`src/rtl/front_defines.svh`:
```
/*
 * Shared constants of the instruction front end
 *   reset fetch address and the NOP filler word
 *   cache error tag codes
 *   opcodes of the unconditional jumps
 */

`ifndef FRONT_DEFINES_SVH
`define FRONT_DEFINES_SVH

// First fetch address after reset
`define FRONT_RESET_PC  32'h0000_0100

// l.nop with opcode 0x05, stands in for a faulted fetch
`define FRONT_NOP_INSN  32'h1500_0000

// Error tags returned by the cache with err
`define ITAG_TE         4'hd
`define ITAG_PE         4'hc
`define ITAG_BE         4'hb

// Jump opcodes, j and jal
`define OPC_J           6'h00
`define OPC_JAL         6'h01

`endif
```
`src/rtl/front_pkg.sv`:
```
/*
 * Front end types
 *   instruction field types and the two instruction views
 *   insn_t union over one 32-bit word
 *   exc_t fetch exception code
 */

package front_pkg;

	// Field types
	typedef logic [5:0]  opcode_t;
	typedef logic [4:0]  reg_idx_t;
	typedef logic [10:0] func_t;
	typedef logic [25:0] jump_off_t;

	// Jump format, signed word offset below the opcode
	typedef struct packed {
		opcode_t   opcode;
		jump_off_t offset;
	} jump_view_t;

	// Register format
	typedef struct packed {
		opcode_t  opcode;
		reg_idx_t rd;
		reg_idx_t ra;
		reg_idx_t rb;
		func_t    func;
	} reg_view_t;

	// Same word, two readings; opcode sits in bits 31:26 in both
	typedef union packed {
		jump_view_t j;
		reg_view_t  r;
	} insn_t;

	// Fetch exception attached to a word
	typedef enum logic [1:0] {
		EXC_NONE = 2'd0,
		EXC_ITLB = 2'd1,
		EXC_IMMU = 2'd2,
		EXC_BUS  = 2'd3
	} exc_t;

endpackage

```
`src/rtl/fetch_if.sv`:
```
/*
 * Link between fetch and decode
 *   fetched word, its PC and exception going forward
 *   freeze and flush coming back
 */

`timescale 1ns/1ps

interface fetch_if;
	import front_pkg::*;

	// Forward, driven by fetch
	logic        valid;
	insn_t       insn;
	logic [31:0] pc;
	exc_t        exc;

	// Backward, driven by decode
	logic        freeze;
	logic        flush;

	modport fetch (
		output valid, insn, pc, exc,
		input  freeze, flush
	);

	modport decode (
		input  valid, insn, pc, exc,
		output freeze, flush
	);

endinterface

```
`src/rtl/front_top.sv`:
```
/*
 * Instruction front end top level
 *   PC generator, fetch stage and decode stage
 *   plain cache port and downstream port
 *   fetch_if link between fetch and decode
 */

`timescale 1ns/1ps

module front_top (
	input  logic               clk,
	input  logic               rst_n_i,

	// Instruction cache port
	output logic               icpu_req_o,
	output logic [31:0]        icpu_adr_o,
	input  logic [31:0]        icpu_dat_i,
	input  logic               icpu_ack_i,
	input  logic               icpu_err_i,
	input  logic [3:0]         icpu_tag_i,

	// Downstream pipeline
	input  logic               freeze_i,
	output logic               dec_valid_o,
	output logic [31:0]        dec_pc_o,
	output front_pkg::insn_t   dec_insn_o,
	output front_pkg::exc_t    dec_exc_o,
	output logic               dec_jump_o
);

	// Fetch to PC generator
	logic        consume;
	// Decode to PC generator
	logic        redirect;
	logic [31:0] target;

	fetch_if fetch_link ();

	//////////////////////////////////////////////////////////////////////
	// Stages
	//////////////////////////////////////////////////////////////////////

	pc_gen pc_gen_i (
		.clk        (clk),
		.rst_n_i    (rst_n_i),
		.consume_i  (consume),
		.redirect_i (redirect),
		.target_i   (target),
		.icpu_req_o (icpu_req_o),
		.icpu_adr_o (icpu_adr_o)
	);

	// Answer always belongs to the address on the bus
	insn_fetch insn_fetch_i (
		.clk        (clk),
		.rst_n_i    (rst_n_i),
		.icpu_dat_i (icpu_dat_i),
		.icpu_ack_i (icpu_ack_i),
		.icpu_err_i (icpu_err_i),
		.icpu_tag_i (icpu_tag_i),
		.icpu_adr_i (icpu_adr_o),
		.consume_o  (consume),
		.fetch      (fetch_link.fetch)
	);

	insn_decode insn_decode_i (
		.clk         (clk),
		.rst_n_i     (rst_n_i),
		.fetch       (fetch_link.decode),
		.freeze_i    (freeze_i),
		.redirect_o  (redirect),
		.target_o    (target),
		.dec_valid_o (dec_valid_o),
		.dec_pc_o    (dec_pc_o),
		.dec_insn_o  (dec_insn_o),
		.dec_exc_o   (dec_exc_o),
		.dec_jump_o  (dec_jump_o)
	);

endmodule

```
`src/rtl/insn_decode.sv`:
```
/*
 * Decode stage
 *   pipeline register for the consumed word
 *   opcode from the register view, offset from the jump view
 *   j/jal detection, target and redirect
 *   freeze and flush back to fetch
 */

`timescale 1ns/1ps

`include "front_defines.svh"

module insn_decode (
	input  logic               clk,
	input  logic               rst_n_i,
	fetch_if.decode            fetch,
	input  logic               freeze_i,
	output logic               redirect_o,
	output logic [31:0]        target_o,
	output logic               dec_valid_o,
	output logic [31:0]        dec_pc_o,
	output front_pkg::insn_t   dec_insn_o,
	output front_pkg::exc_t    dec_exc_o,
	output logic               dec_jump_o
);
	import front_pkg::*;

	// Decode register
	logic        valid_q;
	logic [31:0] pc_q;
	insn_t       insn_q;
	exc_t        exc_q;

	// Decoded fields
	opcode_t     opcode;
	jump_off_t   offset;
	logic        is_jump;
	logic        jump_pending;

	//////////////////////////////////////////////////////////////////////
	// Pipeline register
	//////////////////////////////////////////////////////////////////////

	// Flushed fetches arrive here with valid already low
	always_ff @(posedge clk or negedge rst_n_i) begin
		if (!rst_n_i) begin
			valid_q <= 1'b0;
		end else if (!freeze_i) begin
			valid_q <= fetch.valid;
		end
	end

	always_ff @(posedge clk) begin
		if (!freeze_i && fetch.valid) begin
			pc_q   <= fetch.pc;
			insn_q <= fetch.insn;
			exc_q  <= fetch.exc;
		end
	end

	//////////////////////////////////////////////////////////////////////
	// Field split and jump target
	//////////////////////////////////////////////////////////////////////

	// Opcode read through the register format
	assign opcode = insn_q.r.opcode;
	// Offset read through the jump format
	assign offset = insn_q.j.offset;

	assign is_jump = (opcode == `OPC_J) || (opcode == `OPC_JAL);

	// Word offset, sign-extended and scaled by four
	assign target_o = pc_q + {{4{offset[25]}}, offset, 2'b00};

	// Faulted words never steer the front end
	assign jump_pending = valid_q & is_jump & (exc_q == EXC_NONE);

	// Held while frozen, fires once freeze drops
	assign redirect_o = jump_pending & !freeze_i;

	//////////////////////////////////////////////////////////////////////
	// Outputs and back channel
	//////////////////////////////////////////////////////////////////////

	assign dec_valid_o = valid_q;
	assign dec_pc_o    = pc_q;
	assign dec_insn_o  = insn_q;
	assign dec_exc_o   = exc_q;
	assign dec_jump_o  = valid_q & is_jump;

	assign fetch.freeze = freeze_i;
	// Word behind the jump is squashed
	assign fetch.flush  = redirect_o;

	// Redirect needs a valid word, and leaves a bubble behind it
	assert property (@(posedge clk) disable iff (!rst_n_i)
		redirect_o |-> dec_valid_o ##1 !dec_valid_o);

endmodule

```
`src/rtl/insn_fetch.sv`:
```
/*
 * Instruction fetch stage
 *   live answer path from the cache, combinational to decode
 *   one-entry save register for answers taken under freeze
 *   err tag classification and NOP substitution
 *   squash of the current fetch on flush
 */

`timescale 1ns/1ps

`include "front_defines.svh"

module insn_fetch (
	input  logic        clk,
	input  logic        rst_n_i,
	input  logic [31:0] icpu_dat_i,
	input  logic        icpu_ack_i,
	input  logic        icpu_err_i,
	input  logic [3:0]  icpu_tag_i,
	input  logic [31:0] icpu_adr_i,
	output logic        consume_o,
	fetch_if.fetch      fetch
);
	import front_pkg::*;

	// Live answer
	logic        answer;
	insn_t       live_insn;
	logic [31:0] live_pc;
	exc_t        live_exc;

	// Save register
	logic        save;
	logic        saved_q;
	insn_t       insn_saved_q;
	logic [31:0] pc_saved_q;
	exc_t        exc_saved_q;

	//////////////////////////////////////////////////////////////////////
	// Live answer decode
	//////////////////////////////////////////////////////////////////////

	assign answer = icpu_ack_i | icpu_err_i;

	// Faulted fetch carries no usable word
	assign live_insn = icpu_err_i ? insn_t'(`FRONT_NOP_INSN) : insn_t'(icpu_dat_i);
	assign live_pc   = {icpu_adr_i[31:2], 2'b00};

	// Tag to exception, unknown tags fall to bus error
	always_comb begin
		live_exc = EXC_NONE;
		if (icpu_err_i) begin
			case (icpu_tag_i)
				`ITAG_TE: live_exc = EXC_ITLB;
				`ITAG_PE: live_exc = EXC_IMMU;
				`ITAG_BE: live_exc = EXC_BUS;
				default:  live_exc = EXC_BUS;
			endcase
		end
	end

	//////////////////////////////////////////////////////////////////////
	// Save under freeze
	//////////////////////////////////////////////////////////////////////

	// Only one entry; a second answer while saved is dropped
	assign save = answer & fetch.freeze & !saved_q & !fetch.flush;

	always_ff @(posedge clk or negedge rst_n_i) begin
		if (!rst_n_i) begin
			saved_q <= 1'b0;
		end else if (fetch.flush) begin
			saved_q <= 1'b0;
		end else if (save) begin
			saved_q <= 1'b1;
		end else if (!fetch.freeze) begin
			// Saved word leaves in this cycle
			saved_q <= 1'b0;
		end
	end

	// Payload of the entry
	always_ff @(posedge clk) begin
		if (save) begin
			insn_saved_q <= live_insn;
			pc_saved_q   <= live_pc;
			exc_saved_q  <= live_exc;
		end
	end

	//////////////////////////////////////////////////////////////////////
	// Output toward decode
	//////////////////////////////////////////////////////////////////////

	assign fetch.valid = (saved_q | answer) & !fetch.flush;
	assign fetch.insn  = saved_q ? insn_saved_q : live_insn;
	assign fetch.pc    = saved_q ? pc_saved_q : live_pc;
	assign fetch.exc   = saved_q ? exc_saved_q : live_exc;

	// PC generator steps only when decode takes the word
	assign consume_o = fetch.valid & !fetch.freeze;

	// Flush kills this cycle and empties the entry
	assert property (@(posedge clk) disable iff (!rst_n_i)
		fetch.flush |-> !fetch.valid ##1 !saved_q);

	// A save is visible at the next edge
	assert property (@(posedge clk) disable iff (!rst_n_i)
		save |=> saved_q);

	// Ack never carries an exception, live or after saving
	assert property (@(posedge clk) disable iff (!rst_n_i)
		(icpu_ack_i && !saved_q) |->
			(fetch.exc == EXC_NONE) ##1 (!saved_q || fetch.exc == EXC_NONE));

endmodule

```
`src/rtl/pc_gen.sv`:
```
/*
 * Program counter generator
 *   fetch request flag, raised once reset is released
 *   word address, stepped on consumed answers
 *   target load on a jump redirect
 */

`timescale 1ns/1ps

`include "front_defines.svh"

module pc_gen (
	input  logic        clk,
	input  logic        rst_n_i,
	input  logic        consume_i,
	input  logic        redirect_i,
	input  logic [31:0] target_i,
	output logic        icpu_req_o,
	output logic [31:0] icpu_adr_o
);

	logic        req_q;
	logic [31:0] adr_q;
	logic [31:0] adr_next;

	//////////////////////////////////////////////////////////////////////
	// Request flag
	//////////////////////////////////////////////////////////////////////

	// Low through reset, then always requesting
	always_ff @(posedge clk or negedge rst_n_i) begin
		if (!rst_n_i) begin
			req_q <= 1'b0;
		end else begin
			req_q <= 1'b1;
		end
	end

	//////////////////////////////////////////////////////////////////////
	// Fetch address
	//////////////////////////////////////////////////////////////////////

	// Redirect wins over a consumed answer
	always_comb begin
		adr_next = adr_q;
		if (redirect_i) begin
			// Targets are forced to a word boundary
			adr_next = {target_i[31:2], 2'b00};
		end else if (consume_i) begin
			adr_next = adr_q + 32'd4;
		end
	end

	always_ff @(posedge clk or negedge rst_n_i) begin
		if (!rst_n_i) begin
			adr_q <= `FRONT_RESET_PC;
		end else begin
			adr_q <= adr_next;
		end
	end

	assign icpu_req_o = req_q;
	assign icpu_adr_o = adr_q;

	// Pending request keeps its address until answered or redirected
	assert property (@(posedge clk) disable iff (!rst_n_i)
		(icpu_req_o && !consume_i && !redirect_i) |=> $stable(icpu_adr_o));

endmodule

```
`config.mk`:
```
export PLATFORM = sky130hd
export DESIGN_NAME = front_top
export DESIGN_NICKNAME = d
export VERILOG_FILES = /design/src/rtl/front_pkg.sv /design/src/rtl/fetch_if.sv /design/src/rtl/front_top.sv /design/src/rtl/insn_decode.sv /design/src/rtl/insn_fetch.sv /design/src/rtl/pc_gen.sv
export VERILOG_INCLUDE_DIRS = /design/src /design/src/rtl
export SDC_FILE = /design/constraint.sdc
export NUM_CORES = 1
export LEC_CHECK = 0
export ABC_CLOCK_PERIOD_IN_PS = 5740
export BUFFER_PORTS_ARGS = -buffer_cell sky130_fd_sc_hd__clkbuf_2
export CAP_MARGIN = 10
export CORE_MARGIN = 5
export CORE_UTILIZATION = 45
export DETAILED_ROUTE_END_ITERATION = 8
export GPL_ROUTABILITY_DRIVEN = 0
export PLACE_DENSITY = 0.69
export SLEW_MARGIN = 5
export SYNTH_ARGS = -nofsm -noshare
export SYNTH_HDL_FRONTEND = slang
export SYNTH_SLANG_ARGS = --single-unit
export TNS_END_PERCENT = 5
```
`constraint.sdc`:
```
create_clock -name clk -period 5.74 [get_ports clk]
set_clock_uncertainty 0.2 [all_clocks]
set_input_delay 0.287 -clock clk [delete_from_list [all_inputs] [get_ports clk]]
set_output_delay 0.287 -clock clk [all_outputs]
set_load 0.02 [all_outputs]
```
==> reports/qor.csv <==
stage;metric;value;unit
run_status;status;finished, final reports clean;
clock_network;clk_lat worst skew;0.43;ns
sta;max frequency;301;MHz
synth;Synth async-reset ratio;20.5;%
power_and_ir_drop;Pleak;3.94;nW
clock_network;H-tree levels;4;
synth;Synth Register Bits;161;
cells_and_area;FF+latch area;4670;um2
drt;DRT Wirelength;18700;um
job;MaxCap Viol Count;0;
sta;actual slew at the worst max-slew pin;0.936;ns
critical_path;Slowest-stage cell, CP;a211oi_1;
clock_network;CTS Buffer Depth;2;
clock_network;post-cts resize count;0;
grt;antenna violations before repair;0;
synth;post-synthesis cell area;8160;um2
drt;Avg Vias per Cell;5.35;
floorplanning;I/O pin total;142;
critical_path;Reg2Reg Launch Point;insn_decode_i.dec_pc_o[2];
synth;commonest register cell after synthesis;edfxtp_1;
drt;DRC viols;0;
synth;syn avg cell area;12.5;um2
critical_path;Largest stage delay, worst path;0.45;ns
critical_path;startpoint types;flop;
critical_path;reg2reg setup slack;2.42;ns
power_and_ir_drop;Peak supply drop;0.000214;V
synth;most common cell in the netlist;edfxtp_1;
min_path;hold_sp;icpu_dat_i[0];
placement;hpwl dp;12900;um
drt;DR vias;5665;
floorplanning;Chip Height;145;um
clock_network;total CTS buffers;17;
sta;worst rel slew slack;37.6;%
clock_network;Clock Pin Slew Worst Setup and Hold Paths;0.07;ns
sta;RSZ-0062 raised after global routing;no;
sta;fin crit share;57.9;%
critical_path;Worst Path Arrival;3.42;ns
critical_path;CP Class;flop to flop;
min_path;hold endpoint;insn_fetch_i.insn_saved_q[0];
synth;Synth area leader;edfxtp_1;
floorplanning;Core Footprint;17900;um2
floorplanning;Die ar.;20900;um2
cells_and_area;synth-to-layout area growth;21.3;%
drt;WL per Instance;17.6;um
synth;Post-synth top cells;128 x edfxtp_1, 63 x mux2_2, 61 x nand2_1;
drt;DRT iter0 DRCs;387;
sta;Final Setup Violations;0;
synth;sequential area share after synthesis;57.2;%
grt;total congestion overflow;0;
drt;post-route antenna net violation count;0;
floorplanning;Die Width;145;um
cells_and_area;share of cells above drive strength 1;31.0;%
power_and_ir_drop;PD cells;363;nW/um2
clock_network;Root Driver;clkbuf_16;
clock_network;CTS tree;built;
synth;EDFF count, synth;128;
placement;Post-Place Worst Slack;2.43;ns
synth;synth top area cells;edfxtp_1 47%, dfrtp_1 9.8%, mux2_2 8.7%, ha_1 4.6%, xnor2_1 4.0%;
sta;hold slack;0.00463;ns
sta;Final Critical Period;3.32;ns
placement;# port buffers;137;
cells_and_area;Inserted Diodes;0;
sta;Max Slew Vio Count;0;
grt;pin count of the biggest net entering global routing;68;
clock_network;Sink Count;161;
synth;Synth top area share;47.1;%
cells_and_area;NumNets Final;888;
grt;first-pass GRT wire length;30600;um
grt;vias in the first global route;5747;
critical_path;nature of the critical path endpoint;flop;
critical_path;Data required, critical path;5.84;ns
synth;synth warn;0;
synth;Gate Count Post-Synth;653;
drt;DR pass1 iterations;5;
floorplanning;Initial Utilization;45.6;%
critical_path;Worst Reg-to-Reg Cells;10;
cells_and_area;multi-input gate area in the final layout;3360;um2
grt;Total GRT Usage;18.7;%
synth;synth unique cells;56;
critical_path;worst-path fanout max;4;
sta;Final WS setup;2.42;ns
min_path;Hold Path Depth;2;
cells_and_area;fill count;1518;
power_and_ir_drop;Tot Pwr;0.00360;W
critical_path;worst path cell trace;ha_1, fa_1, a211oi_1, o21ai_2, nand4_1, o221ai_1, a221oi_2, nor3_1, a2111oi_0, o31ai_1;
sta;final hold vios;0;
min_path;Worst Hold Class;input port to flop;
critical_path;FF-to-FF End;pc_gen_i.icpu_adr_o[28];
floorplanning;# rows;49;
## how the worst max path moves through the flow
stage                                 start                          to  cells after the start
6_report          insn_decode_i.dec_pc_o[2]     pc_gen_i.icpu_adr_o[28]                     10
3_3_place_gp           insn_fetch_i.saved_q     pc_gen_i.icpu_adr_o[21]                      9
4_1_cts                insn_fetch_i.saved_q     pc_gen_i.icpu_adr_o[21]                      9
5_1_grt           insn_decode_i.dec_pc_o[2]     pc_gen_i.icpu_adr_o[28]                     10
2_1_floorplan  insn_decode_i.dec_insn_o[27]  insn_decode_i.dec_exc_o[0]                      4
3_5_place_dp           insn_fetch_i.saved_q     pc_gen_i.icpu_adr_o[21]                      9
## critical path, delay by kind of cell (launching register included)
kind,cells,cell delay (ns)
AND/OR/NAND/NOR,2,0.21
adder cells (fa/ha/maj),2,0.67
AO/OA/AOI/OAI,6,1.71
flip-flops,1,0.40
## cell usage in the layout (no fill, tap or decap), types with 4 or more instances in the layout
cell,instances
nor2_1,29
nand2_1,61
o21a_1,4
o21ai_1,16
nor3_1,9
or2_2,6
ha_1,30
a31oi_1,4
dlygate4sd3_1,20
nand3_1,14
xor2_1,18
a21oi_1,35
nand3b_1,4
xnor2_1,37
nor2b_1,33
buf_4,7
o21ai_0,23
o21bai_1,5
nand4_1,13
clkbuf_16,17
inv_1,10
a21o_1,9
and3_1,4
edfxtp_1,128
clkinvlp_4,6
clkbuf_2,137
mux2_2,63
dfrtp_1,31
conb_1,5
## cell type report
type / instances / share of cell area [%]
Inverter: 10 / 0.379
Multi-Input combinational cell: 462 / 33.9
Sequential cell: 161 / 47.2
Clock buffer: 20 / 4.51
Timing Repair Buffer: 164 / 9.48
Tap cell: 229 / 2.89
Clock inverter: 12 / 1.63
## registers in the layout (all words and copies together) (netlist names)
| register | cells |
|---|---|
| pc_gen_i.icpu_req_o | 1 |
| insn_fetch_i.saved_q | 1 |
| pc_gen_i.icpu_adr_o | 30 |
| insn_decode_i.dec_exc_o | 2 |
| insn_decode_i.dec_valid_o | 1 |
| insn_fetch_i.exc_saved_q | 2 |
| insn_decode_i.dec_pc_o | 30 |
| insn_fetch_i.insn_saved_q | 32 |
| insn_fetch_i.pc_saved_q | 30 |
| insn_decode_i.dec_insn_o | 32 |
## stage by stage
step | cell area, um2 | setup TNS, ns | instances | utilization (%)
detailed placement | 9090 | 0 | 1006 | 50.8
finish | 9900 | 0 | 1058 | 55.3
global route | 9900 | 0 | 1058 | 55.3
CTS | 9900 | 0 | 1058 | 55.3
global placement | 9090 | 0 | 1006 | 50.8
floorplan | 8180 | -16.12 | 656 | -
## layer usage
layer	share of wire, %	GRT usage (%)	vias to the layer above	routed length, um
li1	-	-	2738	-
met1	46	25.8	2755	8540
met2	47	29.7	152	8750
met3	6.4	4.93	20	1190
met4	0.98	5.06	0	182
met5	0	0	-	0
## repair_timing
| item | CTS | global route |
|---|---|---|
| endpoints found under the hold margin | 51 | 0 |
| hold buffers | 20 | 0 |
| setup buffers | 0 | 0 |
## where the power goes
part	switching [W]	internal [W]
logic	0.000486	0.000349
registers	0.000160	0.00144
clock network	0.000463	0.000697
## cell families after synthesis
| kind of cell | after synthesis | synth area share (%) |
|---|---|---|
| other | 2 | 0.0920 |
| buffers and inverters | 33 | 2.07 |
| flip-flops | 161 | 57.2 |
| adder cells (fa/ha/maj) | 31 | 4.84 |
| AO/OA/AOI/OAI | 118 | 9.35 |
| XOR/XNOR | 55 | 5.90 |
| AND/OR/NAND/NOR | 189 | 11.7 |
| multiplexers | 64 | 8.81 |
Note: power is estimated with default switching activity, not from simulation.
